[config.mk]
export PLATFORM = sky130hd
export DESIGN_NAME = execute_stage
export DESIGN_NICKNAME = d
export VERILOG_FILES = /design/src/rv_core_pkg.sv /design/src/execute_stage.sv
export SDC_FILE = /design/constraint.sdc
export NUM_CORES = 1
export LEC_CHECK = 0
export ABC_CLOCK_PERIOD_IN_PS = 5450
export BUFFER_PORTS_ARGS = -buffer_cell sky130_fd_sc_hd__buf_2
export CAP_MARGIN = 20
export CORE_UTILIZATION = 50
export CTS_CLUSTER_SIZE = 12
export DETAILED_ROUTE_END_ITERATION = 16
export PLACE_DENSITY = 0.77
export SLEW_MARGIN = 5
export SYNTH_ARGS = -nofsm -noshare
export SYNTH_HDL_FRONTEND = slang
export SYNTH_SLANG_ARGS = --single-unit
[constraint.sdc]
create_clock -name clock -period 5.45 [get_ports clock]
set_input_delay 1.3625 -clock clock [delete_from_list [all_inputs] [get_ports clock]]
set_output_delay 1.3625 -clock clock [all_outputs]
set_load 0.02 [all_outputs]
[src/rv_core_pkg.sv]
package rv_core_pkg;

	localparam int xlen = 32;
	localparam int reg_addr_w = 4; // rv32e has sixteen registers.

	// decoded operation, one value per supported instruction.
	typedef enum logic [3:0] {
		cls_lui,
		cls_auipc,
		cls_jal,
		cls_jalr,
		cls_beq,
		cls_lw,
		cls_sw,
		cls_addi,
		cls_add,
		cls_none
	} inst_class_e;

	// major opcodes in bits 6:0 of the instruction word.
	typedef enum logic [6:0] {
		opc_lui    = 7'b0110111,
		opc_auipc  = 7'b0010111,
		opc_jal    = 7'b1101111,
		opc_jalr   = 7'b1100111,
		opc_branch = 7'b1100011,
		opc_load   = 7'b0000011,
		opc_store  = 7'b0100011,
		opc_op_imm = 7'b0010011,
		opc_op     = 7'b0110011
	} opcode_e;

	typedef enum logic [1:0] {
		mem_idle,
		mem_load_read,
		mem_ready
	} mem_state_e;

endpackage

[src/execute_stage.sv]
`timescale 1ns/1ps

module execute_stage import rv_core_pkg::*; (
	input  logic                  clock,
	input  logic                  reset,
	input  logic                  ex_valid,
	output logic                  ex_ready,
	input  inst_class_e           ex_class,
	input  logic [reg_addr_w-1:0] ex_rd,
	input  logic                  ex_wen,
	input  logic [xlen-1:0]       ex_pc,
	input  logic [xlen-1:0]       ex_src1,
	input  logic [xlen-1:0]       ex_src2,
	input  logic [xlen-1:0]       ex_imm,
	output logic                  fwd_ex_valid,
	output logic [reg_addr_w-1:0] fwd_ex_rd,
	output logic [xlen-1:0]       fwd_ex_value,
	output logic                  ex_is_load,
	output logic                  redirect,
	output logic [xlen-1:0]       redirect_target,
	output logic                  mem_valid,
	input  logic                  mem_ready,
	output inst_class_e           mem_class,
	output logic [reg_addr_w-1:0] mem_rd,
	output logic                  mem_wen,
	output logic [xlen-1:0]       mem_value,
	output logic [xlen-1:0]       mem_store_data
);

	logic [xlen-1:0] base_sum;
	logic [xlen-1:0] pc_target;
	logic [xlen-1:0] result;
	logic [xlen-1:0] target;
	logic            taken;
	logic            taken_q;
	logic [xlen-1:0] target_q;
	logic            accept;

	assign base_sum  = ex_src1 + ex_imm;
	assign pc_target = ex_pc + ex_imm;

	always_comb begin
		case (ex_class)
			cls_add:                   result = ex_src1 + ex_src2;
			cls_addi, cls_lw, cls_sw:  result = base_sum;
			cls_lui:                   result = ex_imm;
			cls_auipc, cls_beq:        result = pc_target;
			cls_jal, cls_jalr:         result = ex_pc + 32'd4; // link value.
			default:                   result = '0;
		endcase
	end

	assign taken  = (ex_class inside {cls_jal, cls_jalr}) ||
		(ex_class == cls_beq && ex_src1 == ex_src2);
	assign target = (ex_class == cls_jalr) ? {base_sum[xlen-1:1], 1'b0} : pc_target;

	assign redirect        = mem_valid && mem_ready && taken_q;
	assign redirect_target = target_q;
	assign ex_ready        = (!mem_valid || mem_ready) && !redirect;
	assign accept          = ex_valid && ex_ready;

	always_ff @(posedge clock) begin
		if (reset)
			mem_valid <= 1'b0;
		else if (accept)
			mem_valid <= 1'b1;
		else if (mem_ready)
			mem_valid <= 1'b0;
	end

	always_ff @(posedge clock) begin
		if (accept) begin
			mem_class      <= ex_class;
			mem_rd         <= ex_rd;
			mem_wen        <= ex_wen;
			mem_value      <= result;
			mem_store_data <= ex_src2;
			taken_q        <= taken;
			target_q       <= target;
		end
	end

	assign ex_is_load   = mem_valid && mem_class == cls_lw;
	assign fwd_ex_valid = mem_valid && mem_wen && mem_class != cls_lw;
	assign fwd_ex_rd    = mem_rd;
	assign fwd_ex_value = mem_value;

endmodule

==> flow_metrics.tcl <==
set metrics [dict create \
    ys_top_cells_by_area "edfxtp_1 (30%), ha_1 (11%), xnor2_1 (5.6%), a21oi_1 (4.6%), o21ai_0 (3.9%)" \
    multi_input_area_sq_um 6655 \
    yosysWarnings 0 \
    ys_ff_latch 107 \
    placeableCoreArea_sq_um 20430 \
    max-clock-path-buffers 2 \
    top_usage_layer "met2" \
    regArea_sq_um 3203 \
    nets 1623 \
    worstMarginPinSlew_ns 0.9618 \
    critical_path_class "in2reg" \
    netlist_area_sq_um 10490 \
    reg2reg_from "taken_q" \
    critPathLaunch "ex_src1[0]" \
    fill_cells 1869 \
    tns_ns 0 \
    cp.required_ns 5.56 \
    syn_inst 1163 \
    grtUsageMet3 0.05528 \
    synth_nets 1401 \
    wl_per_cell_um 21.59 \
    drc 0 \
    cts_root_buf "clkbuf_16" \
    crit_slowest_cell "or4_4" \
    dieArea_sq_um 21560 \
    worstReg2RegEnd "redirect_target[10]" \
    cts_resized 0 \
    relSlewSlack 0.3529 \
    path_delay_family "compound AO/OA/AOI/OAI gates" \
    synthFlopType "edfxtp_1" \
    run_status "complete, no violations" \
    cts_buffers 9 \
    gr-total-overflow 0 \
    grt_max_degree 66 \
    worst-path-stages 12 \
    maxCapViolCount 0 \
    crit_arrival_ns 4.63 \
    cts_htree_levels 3 \
    path_cells "buf_2 -> ha_1 -> fa_1 -> a21oi_2 -> nor3_1 -> or4_4 -> o21a_2 -> o41ai_4 -> o31ai_1 -> xnor2_1 -> a221oi_1 -> o21ai_0" \
    vias 10546 \
    port_buffers 286 \
    initial_utilization 0.5134 \
    io_pins 287 \
    yosysSeqAreaShare 0.3054 \
    cp_slowest_stage_delay_ns 0.56 \
    drt_iter0_markers 1137 \
    fin_util 0.5933 \
    place_congestion 1.010 \
    startpoint_type "input pin" \
    synth_cell_types 77 \
    die_x_um 146.8 \
    grt_use_met1 0.4427 \
    syn_to_final_growth_pct 15.57 \
    synthArstFlopShare 0 \
    clock_skew_ns 0.01059 \
    crit_end "fwd_ex_value[30]" \
    dpl.hpwl_mm 28.22 \
    grt_pass1_vias 9746 \
    numClockSinks 107 \
    cp-end-kind "flip-flop" \
    vias_per_cell 6.349 \
    rr_worst_depth 3 \
    grt_pass1_wl_mm 53.63 \
    fin_crit_ns 4.521 \
    path_max_fanout 4 \
    fmax_mhz 221.2 \
    drive_gt1_frac 0.2540 \
    peakVddDrop_mv 0.1582 \
    routed_wl_mm 35.86 \
    met2_usage 0.5121 \
    crit_buf_inv 1 \
    fin_crit_sh 0.8296 \
    p_total_mw 2.983 \
    detail-route-antenna-nets 0 \
    clk_pin_slew_worst_paths_ns 0.08 \
    hold_viol 0 \
    grt_usage 0.3249 \
    p_per_area_nw_per_um2 246.1 \
    synth_top_area_share 0.3035 \
    p_leak_nw 5.201 \
    cts_tree "built" \
    antenna_found_initial 1 \
    clkLatencyLatePin_ns 0.37 \
    grt_setup_unrepaired "false" \
    final_max_slew_viol_count 0 \
    yosysTopAreaCell "edfxtp_1" \
    avgSynthCellArea_sq_um 9.019 \
    cts-hold-fix-buffers 0 \
    synth_edf_count 106 \
    r2r_slack_ns 3.28 \
    fp-row-count 52 \
    setup_viol 0 \
    dr.pass1.iters 8 \
    postCtsSetupBuffers 0 \
    hold_class "reg2reg" \
    die_y_um 146.8 \
]
[flip-flops by register name, indices dropped and copies added, names as in the netlist]
| name | cells |
|---|---|
| fwd_ex_rd | 4 |
| fwd_ex_value | 32 |
| mem_class | 4 |
| mem_store_data | 32 |
| mem_valid | 1 |
| mem_wen | 1 |
| redirect_target | 32 |
| taken_q | 1 |
[kinds of logic (layout without fill, tap and decap cells)]
family                   count (synthesis)  count (layout)  share of synthesized area
AND/OR/NAND/NOR                        331             331                     0.1528
XOR/XNOR                               114             114                    0.09591
adder cells (fa/ha/maj)                 97              97                     0.1179
buffers and inverters                  113             340                    0.06203
flip-flops                             107             107                     0.3054
multiplexers                             7               7                   0.006919
other                                    0               1                          0
AO/OA/AOI/OAI                          394             394                     0.2591
[worst min-delay path, cell delays in order, from the launching register on]
cell and delay, ns:
dfxtp_1 0.35, a21oi_1 0.13, nor2_1 0.05
[final cells by class]
class,instances,share of cell area
Antenna cell,1,0.0002064
Multi-Input combinational cell,943,0.5490
Clock inverter,7,0.005574
Inverter,23,0.007122
Sequential cell,107,0.2642
Timing Repair Buffer,301,0.1274
Tap cell,270,0.02787
Clock buffer,9,0.01858
[report_power, final]
| group | switching (mW) | total (mW) | leakage (nW) | internal, mW |
|---|---|---|---|---|
| registers | 0.0299 | 1.05 | 1.04 | 1.02 |
| clock network | 0.357 | 0.681 | 0.142 | 0.324 |
| logic | 0.800 | 1.25 | 4.02 | 0.454 |
[worst min-delay path by stage]
stage,startpoint,to,slack [ns],depth (start not counted)
floorplan,mem_valid,mem_valid,0.61,2
global placement,mem_valid,mem_valid,0.54,2
detailed placement,mem_valid,mem_valid,0.56,2
CTS,mem_valid,mem_valid,0.57,2
global route,mem_valid,mem_valid,0.59,2
finish,mem_valid,mem_valid,0.57,2
[placed cells by master (no fill, tap or decap), types with 19 or more instances in the layout]
| master | instances |
|---|---|
| buf_2 | 286 |
| edfxtp_1 | 106 |
| nand2_1 | 102 |
| a21oi_1 | 97 |
| ha_1 | 94 |
| o21ai_0 | 82 |
| nor2_1 | 67 |
| xnor2_1 | 67 |
| xor2_1 | 46 |
| a21o_1 | 42 |
| nand3_1 | 35 |
| nor3_1 | 24 |
| inv_1 | 23 |
| nand4_1 | 20 |
| o211ai_1 | 20 |
| a222oi_1 | 19 |
[metrics by stage]
stage	hold WS [ns]	instance area, sq um	setup WS, ns	std cells
after floorplan	0.6118	10490	0.4755	1163
after global placement	0.5409	11830	0.6463	1644
after detailed placement	0.5591	11830	0.6292	1644
after CTS	0.5677	12120	1.000	1660
after global routing	0.5856	12120	0.8090	1660
final	0.5660	12120	0.9288	1661
[synth_stat cells (all sizes together), types with 23 or more instances]
| cell type | n |
|---|---|
| clkbuf | 49 |
| ha | 94 |
| a21o | 42 |
| buf | 41 |
| nor3 | 25 |
| xnor2 | 67 |
| nor2 | 67 |
| inv | 23 |
| nand2 | 102 |
| nand3 | 35 |
| o21ai | 88 |
| edfxtp | 106 |
| xor2 | 47 |
| a21oi | 100 |
[routing by layer]
metal,share of wire,vias up
met5,0,-
met2,0.44,716
met4,0.030,0
met3,0.12,78
met1,0.41,4893
li1,-,4859
Note: power is estimated with default switching activity, not from simulation.
