--- config.mk ---
export PLATFORM = sky130hd
export DESIGN_NAME = reg_file
export DESIGN_NICKNAME = d
export VERILOG_FILES = /design/src/rv_core_pkg.sv /design/src/reg_file.sv
export SDC_FILE = /design/constraint.sdc
export NUM_CORES = 1
export LEC_CHECK = 0
export BUFFER_PORTS_ARGS = -buffer_cell sky130_fd_sc_hd__buf_2
export CAP_MARGIN = 15
export CORE_MARGIN = 10
export CORE_UTILIZATION = 56
export CTS_CLUSTER_DIAMETER = 150
export DETAILED_ROUTE_END_ITERATION = 10
export HOLD_SLACK_MARGIN = 0.06
export PLACE_DENSITY = 0.78
export SYNTH_ARGS = -nofsm -noshare
export SYNTH_HDL_FRONTEND = slang
export SYNTH_SLANG_ARGS = --single-unit
--- constraint.sdc ---
create_clock -name clock -period 2.2 [get_ports clock]
set_input_delay 0.22 -clock clock [delete_from_list [all_inputs] [get_ports clock]]
set_output_delay 0.22 -clock clock [all_outputs]
set_load 0.02 [all_outputs]
--- src/rv_core_pkg.sv ---
package rv_core_pkg;

	localparam int xlen = 32;
	localparam int reg_addr_w = 4; // rv32e has sixteen registers.

	// decoded operation, one value per supported instruction.
	typedef enum logic [3:0] {
		cls_lui,
		cls_auipc,
		cls_jal,
		cls_jalr,
		cls_beq,
		cls_lw,
		cls_sw,
		cls_addi,
		cls_add,
		cls_none
	} inst_class_e;

	// major opcodes in bits 6:0 of the instruction word.
	typedef enum logic [6:0] {
		opc_lui    = 7'b0110111,
		opc_auipc  = 7'b0010111,
		opc_jal    = 7'b1101111,
		opc_jalr   = 7'b1100111,
		opc_branch = 7'b1100011,
		opc_load   = 7'b0000011,
		opc_store  = 7'b0100011,
		opc_op_imm = 7'b0010011,
		opc_op     = 7'b0110011
	} opcode_e;

	typedef enum logic [1:0] {
		mem_idle,
		mem_load_read,
		mem_ready
	} mem_state_e;

endpackage

--- src/reg_file.sv ---
`timescale 1ns/1ps

module reg_file import rv_core_pkg::*; (
	input  logic                  clock,
	input  logic                  reset,
	input  logic [reg_addr_w-1:0] rs1,
	input  logic [reg_addr_w-1:0] rs2,
	output logic [xlen-1:0]       rdata1,
	output logic [xlen-1:0]       rdata2,
	input  logic                  wen,
	input  logic [reg_addr_w-1:0] waddr,
	input  logic [xlen-1:0]       wdata
);

	logic [xlen-1:0] regs [1 << reg_addr_w];

	always_ff @(posedge clock) begin
		if (reset) begin
			for (int i = 0; i < (1 << reg_addr_w); i++)
				regs[i] <= '0;
		end else if (wen && waddr != '0) begin // x0 writes are dropped.
			regs[waddr] <= wdata;
		end
	end

	assign rdata1 = (rs1 == '0) ? '0 : regs[rs1];
	assign rdata2 = (rs2 == '0) ? '0 : regs[rs2];

	a_x0_zero: assert property (@(posedge clock) disable iff (reset) regs[0] == '0)
		else $error("x0 holds a nonzero value");

endmodule

==> results of run 1 <==
==> path summary, 6_finish.rpt <==
path	start	cells past startpoint	to	slack (ns)
min	wdata[13]	2	regs[7][13]	0.07
max	regs[8][28]	5	rdata2[28]	-0.24
==> cell families (layout without fill, tap and decap cells) <==
logic type / count (synthesis) / after routing
other cells: 1 / 3
buf+inv: 183 / 391
compound gates: 194 / 194
simple gates: 631 / 631
flops: 481 / 481
mux: 288 / 288
==> cell usage in the layout (no fill, tap or decap), drive strengths merged, types with 22 or more instances in the layout <==
cell type	Yosys	final
clkbuf	136	59
o22a	29	29
and2	481	481
clkinv	0	22
a221o	32	32
mux4	159	159
o31a	29	29
o22ai	33	33
mux2	65	65
mux2i	64	64
nor3	36	36
nor2	45	45
a221oi	32	32
a22oi	29	29
nor2b	39	39
edfxtp	481	481
buf	46	284
==> metal layers <==
layer	track usage, %	part of all wire [%]	up-vias
li1	-	-	7178
met1	36.88	35	8898
met2	47.18	49	1391
met3	6.188	12	284
met4	14.27	5.0	0
met5	0	0	-
==> worst max-delay path, cell delays in order, from the launching register on <==
cell and delay (ns):
edfxtp_1 0.41, mux4_2 0.48, nor2b_2 0.13, nor3_1 0.05
a221o_1 0.36, buf_6 0.17
==> report_power, final <==
group | switching, mW | internal (mW)
combinational | 1.79 | 1.60
clock | 3.71 | 4.96
sequential | 0.304 | 10.6
total | 5.81 | 17.2
==> what timing repair did <==
item                       CTS  global route
hold endpoints to repair   125             0
buffers inserted            24            17
gates resized for setup    127            37
setup endpoints to repair   63            64
hold buffers                15             0
pin swaps                   20            19
==> cell type report <==
type | count | share of cell area [%]
clock buffers | 58 | 4.268
repair buffers | 300 | 9.869
multi-input cells | 1114 | 34.93
flip-flops and latches | 481 | 47.33
well taps | 600 | 2.460
inverters | 1 | 0.01230
diodes | 2 | 0.01640
clock inverters | 32 | 1.115
==> synthesized netlist by cell type (4+ instances only) <==
cell      count
mux2_2       65
o22a_1       29
buf_4         4
nor2b_1      39
mux2i_1      64
edfxtp_1    481
and2_1      481
a22oi_1      29
nor3_1       36
nand2b_1      5
clkbuf_1    136
o31a_1       29
nor2_1       45
mux4_2      159
o22ai_1      33
buf_2        33
nand2_1       6
buf_6         6
a221oi_1     32
a221o_1      32
or2_2        15
==> metrics by stage <==
stage / hold slack [ns] / util (%) / TNS [ns] / power [mW]
3_5_place_dp: 0.6681 / 61.45 / 0 / 14.08
5_1_grt: 0.09697 / 67.38 / -9.431 / 23.55
3_3_place_gp: 0.6640 / 61.45 / 0 / 14.00
2_1_floorplan: 0.4166 / - / 0 / 12.82
6_report: 0.06746 / 67.39 / -6.657 / 22.99
4_1_cts: 0.06015 / 66.71 / -6.961 / 22.86
==> results.py, run 1 <==
metrics = {
    "min_path": {
        "hold_class": "primary input to flip-flop",
    },
    "global_route": {
        "grt_max_degree": 39,
        "gr-total-overflow": 0,
        "grt_pass1_vias": 18030,
        "grt_pass1_wl_um": 117000,
        "antenna_found_initial": 4,
        "grt.total_usage_pct": 29.13,
    },
    "drt": {
        "drtPass1Iterations": 5,
        "wl_per_cell_um": 30.90,
        "ant_nets": 0,
        "drc": 0,
        "viasPerCell": 6.859,
        "first_iter_violations": 2665,
        "finalWirelength_um": 79960,
        "vias": 17750,
    },
    "logic_synthesis": {
        "synthTopCellsByArea": "edfxtp_1, mux4_2, and2_1, mux2_2, mux2i_1",
        "synth_area_leader_cell": "edfxtp_1",
        "synthAdderAreaFrac_pct": 0,
        "async_reset_ff_share_pct": 0,
        "synthSimpleGateAreaFrac_pct": 14.77,
        "synthDistinctLibCells": 34,
        "ys_dominant_reg_cell": "edfxtp_1",
        "syn_avg_cell_area_sq_um": 14.38,
        "ys_ff_latch": 481,
        "synth_xor_area_share_pct": 0,
        "synth_compound_area_share_pct": 6.282,
        "yosysWarnings": 0,
        "synth_edf_count": 481,
        "synth_top_family_by_area": "multiplexers",
        "seq_area_frac_synth_pct": 56.48,
        "syn_inst": 1778,
        "synth_top_area_share_pct": 56.48,
        "synth.area.mux_share_pct": 19.37,
        "syn-num-nets": 1825,
        "synth_area_sq_um": 25570,
    },
    "timing": {
        "worst_pin_slew_ns": 0.6081,
        "hold_viol_final": 0,
        "setup_viol": 58,
        "fin_crit_sh_pct": 110.7,
        "finalMaxSlewViolations": 0,
        "layout_min_cycle_time_ns": 2.436,
        "rsz0062_at_grt": "true",
        "slew_headroom_pct": 59.37,
        "fin_ws_ns": -0.2360,
        "clock.fmax_ghz": 0.4105,
    },
    "floorplan": {
        "core.rowCount": 78,
        "die_h_um": 233.7,
        "die_area_sq_um": 54610,
        "core_area_sq_um": 45280,
        "initial_core_util_pct": 56.47,
        "ios": 111,
        "die_x_um": 233.7,
    },
    "layout": {
        "drive_above_1_share_pct": 33.43,
        "largest_reg_flops": 481,
        "syn_to_final_growth_pct": 19.33,
        "regArea_sq_um": 14440,
        "multiInputGateArea_sq_um": 10660,
        "fin_area_sq_um": 30520,
        "fill_cells": 3046,
        "fin_nets": 1996,
        "largest-register": "regs",
        "top_regs": "regs x481",
        "final_cell_count_no_fill": 2588,
    },
    "placement": {
        "placed_area_sq_um": 27830,
        "dp_slack_ns": 0.01959,
        "port-buffer-count": 110,
        "gp_congestion": 0.9159,
        "placed_cells": 2442,
        "dp_hpwl_um": 48910,
    },
    "clock_tree": {
        "cts_buffers": 51,
        "htreeDepth": 2,
        "cts.sinks": 481,
        "clockBufferDepth": 3,
        "path_clk_slew_ns": 0.06,
        "cts_tree": "built",
        "cts-root-buf": "clkbuf_16",
    },
    "power_and_ir_drop": {
        "leakagePower_nw": 11.01,
        "peakVddDrop_mv": 0.7410,
        "p_per_area_nw_per_um2": 753.4,
    },
    "setup_path": {
        "cp-start-kind": "flip-flop",
        "crit_type": "flip-flop to output pin",
        "endpoint_kind": "output pin",
        "worst-endpoint-required_ns": 1.98,
        "cp_max_fo": 2,
        "arrival_ns": 2.22,
    },
    "run": {
        "drv_cap": 0,
    },
    "outcome": {
        "violations": "setup timing",
        "status": "complete, but fails checks",
    },
}
No activity file was read; power rests on OpenSTA's default activity.
==> run 2, diff against run 1 <==
- BUFFER_PORTS_ARGS: -buffer_cell sky130_fd_sc_hd__buf_2 -> -buffer_cell sky130_fd_sc_hd__buf_4
- RECOVER_POWER: not set -> 100
==> run 2 against run 1 <==
The run still ends with setup timing left. Worst hold slack gained 0.47 ns. Worst setup slack lost 0.045 ns. Sequential share of layout area grew 0.66 points. Cell area shrank 1.4%. Clock power shrank 4.6%. Global-route usage grew 0.081 points. Critical path depth is the same. Non-clock buffer count shrank 12. Sequential power is essentially flat. First-iteration DRC count shrank 0.98%. Critical path type unchanged. Largest cell class unchanged. Highest routed layer unchanged.
==> results.py, run 2 (synthesized netlist as in run 1, its figures left out) <==
metrics = {
    "outcome": {
        "status": "complete, but fails checks",
        "violations": "setup timing",
    },
    "setup_path": {
        "endpoint_kind": "output pin",
        "cp_max_fo": 2,
        "crit_type": "flip-flop to output pin",
        "worst-endpoint-required_ns": 1.98,
        "cp-start-kind": "flip-flop",
        "arrival_ns": 2.26,
    },
    "timing": {
        "clock.fmax_ghz": 0.4030,
        "setup_viol": 54,
        "fin_ws_ns": -0.2811,
        "rsz0062_at_grt": "true",
        "whs_ns": 0.5330,
        "hold_viol_final": 0,
        "worst_pin_slew_ns": 1.117,
        "fin_crit_sh_pct": 112.8,
        "layout_min_cycle_time_ns": 2.481,
        "slew_headroom_pct": 25.56,
        "finalMaxSlewViolations": 0,
    },
    "layout": {
        "final_common_cell": "edfxtp_1",
        "largest-register": "regs",
        "fill_cells": 3085,
        "syn_to_final_growth_pct": 17.70,
        "drive_above_1_share_pct": 30.55,
        "final_util_pct": 66.47,
        "largest_reg_flops": 481,
        "fin_nets": 1982,
        "regArea_sq_um": 14440,
        "top_regs": "regs x481",
        "final_cell_mix": "edfxtp_1, and2_1, and2_0, mux4_2, buf_4",
        "multiInputGateArea_sq_um": 10630,
    },
    "global_route": {
        "grt_pass1_vias": 18050,
        "grt_max_degree": 41,
        "grt.total_usage_pct": 29.21,
        "antenna_found_initial": 1,
        "gr-total-overflow": 0,
        "grt_pass1_wl_um": 116600,
    },
    "floorplan": {
        "core.rowCount": 78,
        "core_area_sq_um": 45280,
        "ios": 111,
        "die_x_um": 233.7,
        "die_h_um": 233.7,
        "die_area_sq_um": 54610,
        "initial_core_util_pct": 56.47,
    },
    "power_and_ir_drop": {
        "p_per_area_nw_per_um2": 749.2,
        "leakagePower_nw": 10.57,
        "total_power_mw": 22.55,
        "peakVddDrop_mv": 0.7405,
    },
    "clock_tree": {
        "cts_buffers": 49,
        "path_clk_slew_ns": 0.06,
        "clockBufferDepth": 3,
        "htreeDepth": 2,
        "cts.sinks": 481,
        "cts-root-buf": "clkbuf_16",
        "cts_tree": "built",
    },
    "placement": {
        "port-buffer-count": 110,
        "dp_hpwl_um": 48020,
        "gp_congestion": 0.8856,
        "dp_slack_ns": 0.03084,
    },
    "min_path": {
        "hold_class": "primary input to flip-flop",
    },
    "drt": {
        "viasPerCell": 6.889,
        "wl_per_cell_um": 31.42,
        "first_iter_violations": 2639,
        "ant_nets": 0,
        "vias": 17700,
        "drc": 0,
        "finalWirelength_um": 80710,
        "drtPass1Iterations": 6,
    },
    "run": {
        "drv_cap": 0,
    },
}
-- run 2: cell count changes in the layout (fill, tap and decap cells not counted), moves of 22 or more --
cell / delta
and2_0: +182
and2_1: -182
buf_2: -46
clkbuf_2: +31
buf_4: -24
buf_12: -22
-- run 2: worst paths after layout --
path	from	to	slack, ns	cells after the start
min	wdata[26]	regs[12][26]	0.53	3
max	regs[11][27]	rdata2[27]	-0.28	5
-- run 2: stage by stage --
stage / setup TNS [ns] / instance area (sq um) / instances
after floorplan: 0 / 25570 / 1778
after global placement: 0 / 27960 / 2424
after detailed placement: 0 / 27960 / 2424
after CTS: -6.754 / 30340 / 2559
after global routing: -9.367 / 30100 / 2568
final: -6.397 / 30100 / 2569
-- run 2: power breakdown --
group / internal [mW] / switching (mW) / total, mW
registers: 10.6 / 0.297 / 10.9
clock network: 4.70 / 3.57 / 8.27
logic: 1.55 / 1.80 / 3.36
total: 16.9 / 5.67 / 22.5
-- run 2: layout make-up --
| type | count | area share, % |
|---|---|---|
| Multi-Input combinational cell | 1114 | 35.32 |
| Clock buffer | 61 | 4.223 |
| Timing Repair Buffer | 288 | 9.029 |
| Inverter | 1 | 0.01247 |
| Clock inverter | 22 | 0.9187 |
| Tap cell | 600 | 2.494 |
| Antenna cell | 2 | 0.01663 |
| Sequential cell | 481 | 47.99 |
-- run 2: critical path: stages (launching register included) --
cell and delay [ns]:
edfxtp_1 0.43, mux4_2 0.52, nor2b_2 0.15, nor3_2 0.05
a221o_1 0.35, buf_6 0.16
-- run 2: routing by layer --
layer / wire [um] / part of all wire, % / global-route usage (%)
met3: 10760 / 13 / 6.770
met5: 0 / 0 / 0
met2: 37920 / 47 / 46.49
met4: 4470 / 5.5 / 14.82
met1: 27570 / 34 / 37.12
-- run 2: repair_timing --
| item | in CTS | in global routing |
|---|---|---|
| gates cloned | 0 | 0 |
| hold endpoints to repair | 481 | 0 |
| setup buffers | 19 | 10 |
| pin swaps | 29 | 26 |
| resized for setup | 91 | 27 |
| hold buffers | 33 | 0 |
| endpoints found under the setup margin | 62 | 63 |
==> run 3, diff against run 2 <==
- clock period: 2.2 -> 3.2 ns (I/O delays scaled with it)
==> run 3 against run 2 <==
The flow now finishes without violations. Cell count shrank 3.8%. Highest routed layer unchanged. First-iteration DRC count shrank 9.0%. Routed wire length shrank 5.1%. Sequential cell count is the same. Critical endpoint is now rdata1[4].
==> results.py, run 3 (synthesized netlist as in run 1, its figures left out) <==
metrics = {
    "floorplan": {
        "die_area_sq_um": 54610,
        "die_x_um": 233.7,
        "core.rowCount": 78,
        "die_h_um": 233.7,
        "ios": 111,
        "initial_core_util_pct": 56.47,
        "core_area_sq_um": 45280,
    },
    "layout": {
        "final_cell_mix": "edfxtp_1, and2_1, and2_0, mux4_2, buf_4",
        "multiInputGateArea_sq_um": 10370,
        "largest_reg_flops": 481,
        "top_regs": "regs x481",
        "fin_nets": 1879,
        "syn_to_final_growth_pct": 10.92,
        "fin_area_sq_um": 28360,
        "drive_above_1_share_pct": 22.99,
        "fill_cells": 3380,
        "regArea_sq_um": 14440,
        "largest-register": "regs",
        "final_common_cell": "edfxtp_1",
    },
    "clock_tree": {
        "path_clk_slew_ns": 0.06,
        "htreeDepth": 2,
        "post_cts_buffers": 0,
        "cts.sinks": 481,
        "cts_tree": "built",
        "cts_buffers": 50,
        "clockBufferDepth": 3,
        "cts-root-buf": "clkbuf_16",
        "cts_resized": 0,
        "hold_buffers": 1,
    },
    "power_and_ir_drop": {
        "p_per_area_nw_per_um2": 523.4,
        "total_power_mw": 14.84,
        "peakVddDrop_mv": 0.4922,
        "leakagePower_nw": 9.656,
    },
    "setup_path": {
        "cp_max_fo": 17,
        "cpPeakStageDelay_ns": 0.56,
        "worst-endpoint-required_ns": 2.88,
        "endpoint_kind": "output pin",
        "cp_common_cell": "clkbuf_2",
        "path_cells": "clkbuf_2 > nand2_1 > clkbuf_2 > o22ai_1 > o31a_1 > clkbuf_1",
        "path_buf_inv": 3,
        "crit_slowest_cell": "clkbuf_2",
        "crit_family": "buffers and inverters",
        "cp-start-kind": "primary input",
        "crit_type": "primary input to output pin",
        "arrival_ns": 2.67,
    },
    "timing": {
        "fin_crit_sh_pct": 93.31,
        "slew_headroom_pct": 11.35,
        "layout_min_cycle_time_ns": 2.986,
        "setup_viol": 0,
        "worst_pin_slew_ns": 1.330,
        "whs_ns": 0.1016,
        "setup_tns_ns": 0,
        "rsz0062_at_grt": "false",
        "finalMaxSlewViolations": 0,
        "clock.fmax_ghz": 0.3349,
        "hold_viol_final": 0,
    },
    "global_route": {
        "met2_usage_pct": 44.50,
        "grt_use_met1_pct": 35.80,
        "grt.busiest_layer": "met2",
        "gr-total-overflow": 0,
        "grt.total_usage_pct": 28.06,
        "grt_pass1_wl_um": 112500,
        "use_met3_pct": 7.146,
        "grt_max_degree": 50,
        "antenna_found_initial": 3,
        "grt_pass1_vias": 17580,
    },
    "drt": {
        "viasPerCell": 6.833,
        "first_iter_violations": 2402,
        "drtPass1Iterations": 5,
        "finalWirelength_um": 76630,
        "wl_per_cell_um": 31.00,
        "vias": 16890,
        "drc": 0,
        "ant_nets": 0,
    },
    "min_path": {
        "hold-path-endpoint": "regs[15][10]",
        "holdCritStartpoint": "wdata[10]",
        "hold_class": "primary input to flip-flop",
        "min_path_cells": 2,
    },
    "placement": {
        "dp_hpwl_um": 45280,
        "gp_congestion": 0.8634,
        "port-buffer-count": 110,
        "placed_area_sq_um": 27240,
    },
    "outcome": {
        "status": "finished, final reports clean",
    },
    "run": {
        "drv_cap": 0,
    },
}
[run 3: cell types whose count changed in the layout (fill, tap and decap cells not counted), sizes merged]
cell	change
bufinv	-4
clkbuf	+34
inv	-2
buf	-101
clkinv	+8
dlygate4sd3	-32
[run 3: worst max-delay path by stage]
stage,startpoint,end,slack [ns],cells past startpoint
6_report,rs1[0],rdata1[4],0.21,6
5_1_grt,reset,regs[3][16],0.18,7
4_1_cts,rs2[0],rdata2[1],0.47,6
3_5_place_dp,rs2[0],rdata2[8],0.50,6
3_3_place_gp,rs2[0],rdata2[1],0.48,6
2_1_floorplan,rs2[1],rdata2[10],1.07,5
[run 3: final cells by class]
type / count / area share [%]
timing repair buffer: 184 / 4.663
sequential: 481 / 50.92
clock inverter: 24 / 0.4632
multi-input combinational: 1114 / 36.57
clock buffer: 66 / 4.698
inverter: 1 / 0.01323
tap: 600 / 2.647
antenna: 2 / 0.01765
[run 3: metal layers]
metal  routed length [um]  up-vias
li1                     -     6920
met1                27660     8536
met2                36380     1179
met3                 9108      255
met4                 3480        0
met5                    0        -
[run 3: stage by stage]
stage	worst slack [ns]	cells	util [%]
after global placement	0.4817	2379	60.16
after floorplan	1.073	1778	-
after global routing	0.1769	2470	62.62
after CTS	0.4718	2470	63.42
after detailed placement	0.5031	2379	60.16
final	0.2142	2472	62.64
[run 3: power by group]
part / switching [mW] / internal (mW) / leakage [nW]
combinational: 1.14 / 0.823 / 4.36
sequential: 0.195 / 7.30 / 4.59
clock: 2.39 / 2.99 / 0.710
