==> config.mk <==
export PLATFORM = sky130hd
export DESIGN_NAME = decode_stage
export DESIGN_NICKNAME = d
export VERILOG_FILES = /design/src/rv_core_pkg.sv /design/src/decode_stage.sv
export SDC_FILE = /design/constraint.sdc
export NUM_CORES = 1
export LEC_CHECK = 0
export BUFFER_PORTS_ARGS = -buffer_cell sky130_fd_sc_hd__buf_2
export CORE_MARGIN = 4
export CORE_UTILIZATION = 25
export CTS_CLUSTER_SIZE = 12
export DETAILED_ROUTE_END_ITERATION = 8
export GPL_TIMING_DRIVEN = 0
export PLACE_DENSITY = 0.59
export SYNTH_ARGS = -nofsm -noshare
export SYNTH_HDL_FRONTEND = slang
export SYNTH_SLANG_ARGS = --single-unit
==> constraint.sdc <==
create_clock -name clock -period 13.6 [get_ports clock]
set_clock_uncertainty 0.2 [all_clocks]
set_input_delay 0 -clock clock [delete_from_list [all_inputs] [get_ports clock]]
set_output_delay 0 -clock clock [all_outputs]
set_load 0.01 [all_outputs]
==> src/rv_core_pkg.sv <==
package rv_core_pkg;

	localparam int xlen = 32;
	localparam int reg_addr_w = 4; // rv32e has sixteen registers.

	// decoded operation, one value per supported instruction.
	typedef enum logic [3:0] {
		cls_lui,
		cls_auipc,
		cls_jal,
		cls_jalr,
		cls_beq,
		cls_lw,
		cls_sw,
		cls_addi,
		cls_add,
		cls_none
	} inst_class_e;

	// major opcodes in bits 6:0 of the instruction word.
	typedef enum logic [6:0] {
		opc_lui    = 7'b0110111,
		opc_auipc  = 7'b0010111,
		opc_jal    = 7'b1101111,
		opc_jalr   = 7'b1100111,
		opc_branch = 7'b1100011,
		opc_load   = 7'b0000011,
		opc_store  = 7'b0100011,
		opc_op_imm = 7'b0010011,
		opc_op     = 7'b0110011
	} opcode_e;

	typedef enum logic [1:0] {
		mem_idle,
		mem_load_read,
		mem_ready
	} mem_state_e;

endpackage

==> src/decode_stage.sv <==
`timescale 1ns/1ps

module decode_stage import rv_core_pkg::*; (
	input  logic                  clock,
	input  logic                  reset,
	input  logic                  in_valid,
	output logic                  in_ready,
	input  logic [xlen-1:0]       in_inst,
	input  logic [xlen-1:0]       in_pc,
	output logic [reg_addr_w-1:0] rs1,
	output logic [reg_addr_w-1:0] rs2,
	input  logic [xlen-1:0]       rdata1,
	input  logic [xlen-1:0]       rdata2,
	input  logic                  fwd_ex_valid,
	input  logic [reg_addr_w-1:0] fwd_ex_rd,
	input  logic [xlen-1:0]       fwd_ex_value,
	input  logic                  fwd_mem_valid,
	input  logic [reg_addr_w-1:0] fwd_mem_rd,
	input  logic [xlen-1:0]       fwd_mem_value,
	input  logic                  ex_is_load,
	input  logic                  mem_load_pending,
	input  logic                  redirect,
	output logic                  ex_valid,
	input  logic                  ex_ready,
	output inst_class_e           ex_class,
	output logic [reg_addr_w-1:0] ex_rd,
	output logic                  ex_wen,
	output logic [xlen-1:0]       ex_pc,
	output logic [xlen-1:0]       ex_src1,
	output logic [xlen-1:0]       ex_src2,
	output logic [xlen-1:0]       ex_imm
);

	opcode_e               opcode;
	inst_class_e           dec_class;
	logic [reg_addr_w-1:0] dec_rd;
	logic [xlen-1:0]       dec_imm;
	logic [xlen-1:0]       src1;
	logic [xlen-1:0]       src2;
	logic                  need_rs1;
	logic                  need_rs2;
	logic                  dec_wen;
	logic                  rs1_hazard;
	logic                  rs2_hazard;
	logic                  accept;

	assign opcode = opcode_e'(in_inst[6:0]);
	assign dec_rd = in_inst[10:7];
	assign rs1    = in_inst[18:15];
	assign rs2    = in_inst[23:20];

	always_comb begin
		case (opcode)
			opc_lui:    dec_class = cls_lui;
			opc_auipc:  dec_class = cls_auipc;
			opc_jal:    dec_class = cls_jal;
			opc_jalr:   dec_class = cls_jalr;
			opc_branch: dec_class = cls_beq; // every funct3 taken as beq.
			opc_load:   dec_class = cls_lw;
			opc_store:  dec_class = cls_sw;
			opc_op_imm: dec_class = cls_addi;
			opc_op:     dec_class = cls_add;
			default:    dec_class = cls_none;
		endcase
	end

	always_comb begin
		case (dec_class)
			cls_jalr, cls_lw, cls_addi: dec_imm = {{20{in_inst[31]}}, in_inst[31:20]};
			cls_sw:  dec_imm = {{20{in_inst[31]}}, in_inst[31:25], in_inst[11:7]};
			cls_beq: dec_imm = {{20{in_inst[31]}}, in_inst[7], in_inst[30:25],
				in_inst[11:8], 1'b0};
			cls_lui, cls_auipc: dec_imm = {in_inst[31:12], 12'b0};
			cls_jal: dec_imm = {{12{in_inst[31]}}, in_inst[19:12], in_inst[20],
				in_inst[30:21], 1'b0};
			default: dec_imm = '0;
		endcase
	end

	assign need_rs2 = dec_class inside {cls_beq, cls_sw, cls_add};
	assign need_rs1 = need_rs2 || (dec_class inside {cls_jalr, cls_lw, cls_addi});
	assign dec_wen  = (dec_class inside {cls_lui, cls_auipc, cls_jal, cls_jalr, cls_lw,
		cls_addi, cls_add}) && dec_rd != '0; // no write-back for x0.

	// load data not yet available for this source.
	assign rs1_hazard = need_rs1 && rs1 != '0 && ((ex_is_load && fwd_ex_rd == rs1) ||
		(mem_load_pending && fwd_mem_rd == rs1));
	assign rs2_hazard = need_rs2 && rs2 != '0 && ((ex_is_load && fwd_ex_rd == rs2) ||
		(mem_load_pending && fwd_mem_rd == rs2));

	function automatic logic [xlen-1:0] pick_operand(input logic [reg_addr_w-1:0] rs,
		input logic [xlen-1:0] rdata);
		if (fwd_ex_valid && fwd_ex_rd == rs)
			return fwd_ex_value; // youngest result wins.
		if (fwd_mem_valid && fwd_mem_rd == rs)
			return fwd_mem_value;
		return rdata;
	endfunction

	always_comb begin
		src1 = pick_operand(rs1, rdata1);
		src2 = pick_operand(rs2, rdata2);
	end

	assign in_ready = !ex_valid && !rs1_hazard && !rs2_hazard && !redirect;
	assign accept   = in_valid && in_ready;

	always_ff @(posedge clock) begin
		if (reset || redirect)
			ex_valid <= 1'b0; // wrong-path item is dropped.
		else if (ex_valid && ex_ready)
			ex_valid <= 1'b0;
		else if (accept)
			ex_valid <= 1'b1;
	end

	always_ff @(posedge clock) begin
		if (accept) begin
			ex_class <= dec_class;
			ex_rd    <= dec_rd;
			ex_wen   <= dec_wen;
			ex_pc    <= in_pc;
			ex_src1  <= src1;
			ex_src2  <= src2;
			ex_imm   <= dec_imm;
		end
	end

	a_flush: assert property (@(posedge clock) disable iff (reset)
		redirect |-> !(ex_valid && ex_ready))
		else $error("decode item handed to execute on a redirect");

endmodule

==> results of run 1 <==
[power by group through the flow]
stage                     Clock [mW]  Sequential [mW]  Combinational [mW]
final                          0.492            0.498               0.187
after floorplan                    0            0.526              0.0454
after global placement             0            0.517               0.127
after global routing           0.526            0.500               0.202
after detailed placement           0            0.507               0.135
after CTS                      0.506            0.498               0.185
[cell usage in the layout, fill, tap and decap left out, types with 4 or more instances in the layout]
| cell type | instances |
|---|---|
| a21o_1 | 20 |
| a21oi_1 | 70 |
| a22o_1 | 4 |
| buf_2 | 364 |
| buf_4 | 11 |
| buf_6 | 17 |
| clkbuf_16 | 17 |
| dlygate4sd3_1 | 200 |
| edfxtp_1 | 137 |
| inv_1 | 4 |
| inv_6 | 5 |
| inv_8 | 5 |
| mux2i_1 | 64 |
| nand2_1 | 7 |
| nand3_1 | 5 |
| nor2_1 | 71 |
| nor2b_1 | 7 |
| nor4_2 | 4 |
| xor2_1 | 16 |
[per-layer routing]
layer | vias up | track usage [%] | part of all wire [%]
li1 | 2962 | - | -
met1 | 3020 | 18.75 | 39
met2 | 274 | 30.01 | 53
met3 | 34 | 4.627 | 6.4
met4 | 0 | 6.140 | 2.2
met5 | - | 0 | 0
[sequential cells by signal (all words and copies together), names as in the netlist]
register  count
ex_src1      32
ex_pc        32
ex_imm       32
ex_wen        1
ex_valid      1
ex_src2      32
ex_rd         4
ex_class      4
[path summary, 6_finish.rpt]
check	to	slack, ns	depth (start not counted)
setup reg to reg	ex_src2[1]	11.05	9
hold reg to reg	ex_class[1]	0.74	4
hold / removal	ex_src1[1]	0.02	4
setup / recovery	ex_imm[4]	10.13	11
[stage by stage]
stage / TNS (ns) / setup slack (ns) / instances
3_5_place_dp: 0 / 10.61 / 1174
2_1_floorplan: 0 / 2.045 / 478
4_1_cts: 0 / 10.14 / 1406
3_3_place_gp: -392.56 / -2.882 / 1161
5_1_grt: 0 / 9.986 / 1408
6_report: 0 / 10.13 / 1408
[kinds of logic after synthesis]
group	after synthesis
compound gates	107
simple gates	117
flops	138
buf+inv	36
xor+xnor	16
mux	64
[repair_timing]
item / 4_1_cts / 5_1_grt
hold buffers: 200 / 0
endpoints found under the hold margin: 160 / 0
resized for setup: 0 / 0
[layout make-up]
cell class | count | area share (%)
timing repair buffer | 566 | 34.59
clock buffer | 17 | 3.759
buffer | 32 | 1.924
clock inverter | 15 | 1.714
inverter | 4 | 0.1327
multi-input combinational | 304 | 17.66
sequential | 138 | 36.53
tap | 330 | 3.648
antenna | 2 | 0.04422
[worst register-to-register path: stages, from the launching register on]
cell,delay [ns]
dfxtp_1,0.33
nor2_1,0.11
nand3_1,0.12
nor3b_2,0.32
buf_6,0.22
buf_6,0.19
buf_8,0.17
buf_6,0.19
buf_6,0.17
buf_4,0.22
==> flow_metrics.env, run 1 <==
export IMPL_rsz0062_at_grt="false"
export IMPL_synth_area_leader_cell="edfxtp_1"
export IMPL_drv_slew=0
export IMPL_fin_area_um2=11320
export IMPL_place_gp_congestion=0.8060
export IMPL_clockBufferDepth=2
export IMPL_root_buffer="clkbuf_16"
export IMPL_finish_utilization_pct=45.07
export IMPL_cp_required_ns=13.56
export IMPL_grt_pass1_vias=6851
export IMPL_die_y_um=167.5
export IMPL_first_iter_violations=346
export IMPL_die_width_um=167.5
export IMPL_hold_class="input port to flop"
export IMPL_h_tree_depth=4
export IMPL_maxCapViolCount=0
export IMPL_synth_top_area_share_pct=64.69
export IMPL_min_from="fwd_ex_valid"
export IMPL_sw_frac_of_total_pct=25.37
export IMPL_initial_core_util_pct=25.33
export IMPL_synth_most_common_cell="edfxtp_1"
export IMPL_p_per_area_nw_per_um2=104.0
export IMPL_cts_tree="done"
export IMPL_finalPower_mw=1.177
export IMPL_synth_simple_gate_area_share_pct=9.089
export IMPL_power_share_combinational_pct=15.9
export IMPL_vias_per_cell=4.467
export IMPL_fillers=2351
export IMPL_critical_path_max_stage_delay_ns=0.60
export IMPL_leakage_nw=5.302
export IMPL_die_area_um2=28050
export IMPL_ys_types=41
export IMPL_crit_fanout=9
export IMPL_critPathBufInv=6
export IMPL_synth_area_um2=6360
export IMPL_grt_pass1_wl_um=36980
export IMPL_setup_viol=0
export IMPL_drc=0
export IMPL_ys_dominant_reg_cell="edfxtp_1"
export IMPL_pwr_share_clk_pct=41.8
export IMPL_synth_nets=687
export IMPL_holdWs_ns=0.01906
export IMPL_synth_fa_ha_area_share_pct=0
export IMPL_r2r_start="ex_valid"
export IMPL_clk_pin_slew_worst_paths_ns=0.07
export IMPL_synth_top_cells_by_count="edfxtp_1, nor2_1, a21oi_1"
export IMPL_gr_total_overflow=0
export IMPL_switching_power_mw=0.2985
export IMPL_yosysSeqAreaShare_pct=65.00
export IMPL_antenna_found_initial=2
export IMPL_arrival_ns=3.44
export IMPL_slowest_stage="dlygate4sd3_1"
export IMPL_seq_power_share_pct=42.3
export IMPL_area_growth_syn_to_layout_pct=77.95
export IMPL_tightest_slew_ns=0.7441
export IMPL_ant_nets=0
export IMPL_num_io_pins=356
export IMPL_rows=58
export IMPL_crit_chain="dlygate4sd3_1 -> buf_2 -> nand4bb_1 -> dlygate4sd3_1 -> buf_4 -> nor3_2 -> dlygate4sd3_1 -> nor2_1 -> o21ai_0 -> a22o_1 -> dlygate4sd3_1"
export IMPL_slew_headroom_pct=49.87
export IMPL_grt_use_total_pct=16.64
export IMPL_status="finished, final reports clean"
export IMPL_io_buffers=353
export IMPL_firstDrtPassIters=7
export IMPL_grt_max_degree=17
export IMPL_ys_seq_elements=138
export IMPL_critical_path_top_delay_family="buffers and inverters"
export IMPL_multiInputGateArea_um2=1998
export IMPL_nets=1272
export IMPL_synth_xor_area_share_pct=2.203
export IMPL_worst_path_most_repeated_cell="dlygate4sd3_1"
export IMPL_synth_avg_cell_area_um2=13.31
export IMPL_syn_inst=478
export IMPL_numCtsBuffers=17
export IMPL_synth_area_leaders="edfxtp_1, mux2i_1, a21oi_1, nor2_1, a21o_1"
export IMPL_cp_end_kind="flop"
export IMPL_dr_total_vias=6290
export IMPL_postRouteWirelength_um=24060
export IMPL_clkLatencyLatePin_ns=0.41
export IMPL_ir_worst_vdd_v=0.00006211
export IMPL_clock_sinks=138
export IMPL_synth_top_family_by_area="multiplexers"
export IMPL_max_clock_freq_mhz=288.1
export IMPL_hold_violations=0
export IMPL_hpwlAfterDp_um=16880
export IMPL_coreArea_um2=25110
export IMPL_critPathLaunch="in_inst[3]"
export IMPL_period_share_pct=25.52
export IMPL_post_cts_buffers=0
export IMPL_synth_compound_area_share_pct=9.974
export IMPL_drt_wirelength_per_cell_um=17.09
export IMPL_synth_edf_count=137
export IMPL_p_int_mw=0.8782
export IMPL_regArea_um2=4134
export IMPL_path_class="input port to flop"
export IMPL_async_reset_ff_share_pct=0
export IMPL_synthMuxAreaShare_pct=10.07
export IMPL_yosys_warnings=0
export IMPL_place_area_um2=8691
export IMPL_final_layout_size_suffix_gt1_share_pct=40.99
export IMPL_period_minus_slack_ns=3.471
export IMPL_startpoint_type="input port"
No activity file was read; power rests on OpenSTA's default activity.
==> inputs of run 2 (changes only) <==
--- a/config.mk
+++ b/config.mk
@@ -11,7 +11,7 @@
 export CTS_CLUSTER_SIZE = 12
 export DETAILED_ROUTE_END_ITERATION = 8
 export GPL_TIMING_DRIVEN = 0
-export PLACE_DENSITY = 0.59
+export PLACE_DENSITY = 0.61
 export SYNTH_ARGS = -nofsm -noshare
 export SYNTH_HDL_FRONTEND = slang
 export SYNTH_SLANG_ARGS = --single-unit
==> constraint.sdc (replaced) <==
create_clock -name clock -period 3.1 [get_ports clock]
set_clock_uncertainty 0.2 [all_clocks]
set_input_delay 0 -clock clock [delete_from_list [all_inputs] [get_ports clock]]
set_output_delay 0 -clock clock [all_outputs]
set_load 0.01 [all_outputs]
==> run 2 against run 1 <==
Effect of this change: worst setup slack got worse by 9.9 ns; largest cell class unchanged; sequential share of layout area barely moved; die area did not move; global-route usage fell by 0.24 points; highest routed layer unchanged.
==> flow_metrics.env, run 2 (synthesis gave the netlist of run 1 again) <==
export IMPL_status="finished, final reports clean"
export IMPL_nets=1269
export IMPL_place_gp_congestion=0.8310
export IMPL_coreArea_um2=25110
export IMPL_drt_wirelength_per_cell_um=17.24
export IMPL_num_io_pins=356
export IMPL_drc=0
export IMPL_area_growth_syn_to_layout_pct=78.06
export IMPL_p_per_area_nw_per_um2=451.7
export IMPL_grt_pass1_wl_um=36420
export IMPL_cp_end_kind="flop"
export IMPL_tightest_slew_ns=0.6629
export IMPL_grt_max_degree=21
export IMPL_clkLatencyLatePin_ns=0.41
export IMPL_rsz0062_at_grt="false"
export IMPL_clock_sinks=138
export IMPL_finalPower_mw=5.116
export IMPL_die_width_um=167.5
export IMPL_vias_per_cell=4.457
export IMPL_max_clock_freq_mhz=347.3
export IMPL_ir_worst_vdd_v=0.0002974
export IMPL_clockBufferDepth=2
export IMPL_startpoint_type="input port"
export IMPL_root_buffer="clkbuf_16"
export IMPL_die_y_um=167.5
export IMPL_clk_pin_slew_worst_paths_ns=0.06
export IMPL_rows=58
export IMPL_gr_total_overflow=0
export IMPL_h_tree_depth=4
export IMPL_firstDrtPassIters=4
export IMPL_grt_pass1_vias=6717
export IMPL_final_cell_mix="buf_2, dlygate4sd3_1, edfxtp_1, nor2_1, a21oi_1"
export IMPL_crit_fanout=10
export IMPL_final_common_cell="buf_2"
export IMPL_first_iter_violations=321
export IMPL_slew_headroom_pct=55.80
export IMPL_path_class="input port to flop"
export IMPL_maxCapViolCount=0
export IMPL_cts_tree="done"
export IMPL_arrival_ns=2.84
export IMPL_postRouteWirelength_um=24240
export IMPL_drv_slew=0
export IMPL_dr_total_vias=6266
export IMPL_grt_use_total_pct=16.41
export IMPL_antenna_found_initial=3
export IMPL_die_area_um2=28050
export IMPL_initial_core_util_pct=25.33
export IMPL_ant_nets=0
export IMPL_hpwlAfterDp_um=16720
export IMPL_period_minus_slack_ns=2.880
export IMPL_hold_violations=0
export IMPL_hold_class="input port to flop"
export IMPL_io_buffers=353
export IMPL_holdWs_ns=0.04436
export IMPL_leakage_nw=5.274
export IMPL_fillers=2322
export IMPL_setup_viol=0
export IMPL_cp_required_ns=3.06
export IMPL_numCtsBuffers=17
export IMPL_period_share_pct=92.90
export IMPL_final_layout_size_suffix_gt1_share_pct=41.01
export IMPL_finish_utilization_pct=45.10
-- run 2: cell type report --
cell class | count | area [µm²] | share of cell area (%)
Sequential cell | 138 | 4135 | 36.52
Buffer | 32 | 217.7 | 1.922
Timing Repair Buffer | 563 | 3906 | 34.49
Inverter | 4 | 15.01 | 0.1326
Clock buffer | 17 | 425.4 | 3.756
Multi-Input combinational cell | 304 | 2033 | 17.95
Antenna cell | 3 | 7.507 | 0.06629
Clock inverter | 15 | 171.4 | 1.514
Tap cell | 330 | 412.9 | 3.646
-- run 2: metal layers --
metal / GRT usage, % / part of all wire, % / vias to the layer above / wire, µm
li1: - / - / 2951 / -
met2: 29.78 / 53 / 270 / 12750
met3: 3.683 / 6.1 / 45 / 1470
met5: 0 / 0 / - / 0
met1: 18.87 / 39 / 3000 / 9444
met4: 6.034 / 2.4 / 0 / 575
-- run 2: stage by stage --
stage / worst slack (ns) / TNS (ns) / cells / cell area, µm²
after floorplan: -1.592 / -218.15 / 478 / 6392
after global placement: -3.479 / -473.86 / 1161 / 8572
after detailed placement: 0.4104 / 0 / 1169 / 8692
after CTS: 0.01815 / 0 / 1402 / 11300
after global routing: 0.07083 / 0 / 1406 / 11320
final: 0.2202 / 0 / 1406 / 11320
-- run 2: path summary, 6_finish.rpt --
| check | cells after the start | slack, ns | start | end |
|---|---|---|---|---|
| worst max-delay path | 9 | 0.22 | in_inst[16] | ex_src1[2] |
| worst min-delay path | 4 | 0.04 | fwd_ex_valid | ex_src1[1] |
| worst max register to register | 7 | 0.83 | ex_valid | ex_pc[26] |
| worst min register to register | 4 | 0.69 | ex_valid | ex_src1[27] |
-- run 2: report_power, final --
part	leakage [nW]	switching, mW	total, mW	internal (mW)
clock network	0.285	0.947	2.10	1.16
registers	1.27	0.0214	2.18	2.16
logic	3.72	0.373	0.827	0.455
total	5.27	1.34	5.12	3.77
-- run 2: repair_timing --
item	in CTS	in global routing
hold endpoints to repair	152	0
resized for setup	0	1
hold buffers	201	0
buffers inserted	0	1
endpoints found under the setup margin	0	2
-- run 2: worst max-delay path, cell delays in order --
cell           delay [ns]
dlygate4sd3_1        0.54
buf_2                0.17
xor2_1               0.17
nor4_2               0.41
nand2_2              0.25
nor2_1               0.13
dlygate4sd3_1        0.56
a21oi_1              0.04
dlygate4sd3_1        0.55
==> inputs of run 3 (changes only) <==
--- a/config.mk
+++ b/config.mk
@@ -6,12 +6,12 @@
 export NUM_CORES = 1
 export LEC_CHECK = 0
 export BUFFER_PORTS_ARGS = -buffer_cell sky130_fd_sc_hd__buf_2
-export CORE_MARGIN = 4
 export CORE_UTILIZATION = 25
 export CTS_CLUSTER_SIZE = 12
 export DETAILED_ROUTE_END_ITERATION = 8
 export GPL_TIMING_DRIVEN = 0
 export PLACE_DENSITY = 0.61
+export RECOVER_POWER = 50
 export SYNTH_ARGS = -nofsm -noshare
 export SYNTH_HDL_FRONTEND = slang
 export SYNTH_SLANG_ARGS = --single-unit
==> run 3 against run 2 <==
Effect of this change: clock power barely moved; register-to-register slack got worse by 0.12 ns; design area fell by 2.2%; first-iteration DRC count rose by 3.7%; sequential power barely moved; routed wire length fell by 3.3%; highest routed layer unchanged; non-clock buffer count fell by 5; count of clock-buffer cells in the layout rose by 1; total power fell by 1.2%; core utilization fell by 0.86 points; flip-flop and latch count did not move; global-route usage rose by 0.87 points.
==> flow_metrics.env, run 3 (synthesis gave the netlist of run 1 again) <==
export IMPL_status="finished, final reports clean"
export IMPL_slew_headroom_pct=54.55
export IMPL_initial_core_util_pct=25.40
export IMPL_place_gp_congestion=0.7932
export IMPL_rsz0062_at_grt="false"
export IMPL_ir_worst_vdd_v=0.0002803
export IMPL_final_cell_mix="buf_2, dlygate4sd3_1, clkbuf_1, edfxtp_1, nor2_1"
export IMPL_cts_resized=0
export IMPL_hold_violations=0
export IMPL_cp_required_ns=3.00
export IMPL_crit_fanout=10
export IMPL_grt_max_degree=21
export IMPL_nets=1264
export IMPL_firstDrtPassIters=5
export IMPL_post_cts_buffers=0
export IMPL_setup_viol=0
export IMPL_critical_path_top_delay_family="buffers and inverters"
export IMPL_grt_use_total_pct=17.28
export IMPL_fillers=2416
export IMPL_antenna_found_initial=1
export IMPL_grt_pass1_vias=6257
export IMPL_period_minus_slack_ns=2.926
export IMPL_h_tree_depth=4
export IMPL_hold_class="input port to flop"
export IMPL_p_per_area_nw_per_um2=456.3
export IMPL_dr_total_vias=6174
export IMPL_drc=0
export IMPL_clockBufferDepth=2
export IMPL_grt_pass1_wl_um=34600
export IMPL_final_layout_size_suffix_gt1_share_pct=26.87
export IMPL_crit_chain="dlygate4sd3_1 -> clkbuf_1 -> xor2_1 -> nor4_2 -> a22oi_1 -> nor2_1 -> nor3b_4 -> dlygate4sd3_1"
export IMPL_vias_per_cell=4.413
export IMPL_worst_path_most_repeated_cell="dlygate4sd3_1"
export IMPL_startpoint_type="input port"
export IMPL_num_io_pins=356
export IMPL_drt_wirelength_per_cell_um=16.76
export IMPL_finish_utilization_pct=44.24
export IMPL_hpwlAfterDp_um=15730
export IMPL_die_width_um=161.5
export IMPL_leakage_nw=4.855
export IMPL_gr_total_overflow=0
export IMPL_clk_pin_slew_worst_paths_ns=0.07
export IMPL_period_share_pct=94.39
export IMPL_coreArea_um2=25040
export IMPL_cp_end_kind="flop"
export IMPL_die_area_um2=26080
export IMPL_drv_slew=0
export IMPL_clock_sinks=138
export IMPL_io_buffers=353
export IMPL_first_iter_violations=333
export IMPL_rows=58
export IMPL_die_y_um=161.5
export IMPL_path_class="input port to flop"
export IMPL_slowest_stage="dlygate4sd3_1"
export IMPL_tightest_slew_ns=0.6817
export IMPL_final_common_cell="buf_2"
export IMPL_area_growth_syn_to_layout_pct=74.17
export IMPL_critPathBufInv=3
export IMPL_postRouteWirelength_um=23450
export IMPL_hold_buffers=197
export IMPL_cts_tree="done"
export IMPL_root_buffer="clkbuf_16"
export IMPL_ant_nets=0
export IMPL_max_clock_freq_mhz=341.8
export IMPL_numCtsBuffers=17
export IMPL_critical_path_max_stage_delay_ns=0.77
export IMPL_finalPower_mw=5.055
export IMPL_clkLatencyLatePin_ns=0.41
export IMPL_maxCapViolCount=0
export IMPL_arrival_ns=2.82
-- run 3: path summary, 6_finish.rpt --
kind | from | endpoint | slack (ns) | cells past startpoint
hold / removal | in_inst[1] | ex_class[2] | 0.03 | 4
setup reg to reg | ex_valid | ex_src2[23] | 0.71 | 4
setup / recovery | in_inst[16] | ex_src2[23] | 0.17 | 8
hold reg to reg | ex_valid | ex_src1[26] | 0.73 | 4
-- run 3: cell type report --
cell class	instances	area [µm²]	area share [%]
clock inverter	14	160.2	1.446
inverter	4	15.01	0.1355
antenna	1	2.502	0.02259
tap	330	412.9	3.728
buffer	32	212.7	1.920
sequential	138	4134	37.32
clock buffer	18	429.2	3.874
multi-input combinational	304	2022	18.25
timing repair buffer	558	3689	33.30
-- run 3: worst register-to-register path, stage by stage, from the launching register on --
cell           delay [ns]
dfxtp_1              0.34
nor2_1               0.12
nand3_2              0.11
nor3b_4              0.34
dlygate4sd3_1        0.93
-- run 3: through the flow --
stage	TNS, ns	hold slack, ns	cells	worst slack [ns]	area, µm²
2_1_floorplan	-218.15	-0.1082	478	-1.592	6392
3_3_place_gp	-482.89	-0.02296	1161	-3.539	8572
3_5_place_dp	0	-0.02191	1169	0.2556	8705
4_1_cts	0	0.003597	1398	0.2204	11270
5_1_grt	0	0.02704	1399	0.06471	11080
6_report	0	0.03119	1399	0.1741	11080
-- run 3: routing by layer --
metal	up-vias	wire length [µm]	track usage [%]
li1	2943	-	-
met1	2964	9639	20.48
met2	235	12080	30.78
met3	32	1221	3.364
met4	0	503	6.432
met5	-	0	0
-- run 3: power breakdown --
group / internal, mW / leakage, nW / switching, mW / total [mW]
registers: 2.16 / 1.27 / 0.0234 / 2.19
logic: 0.427 / 3.30 / 0.367 / 0.794
clock network: 1.21 / 0.282 / 0.866 / 2.07
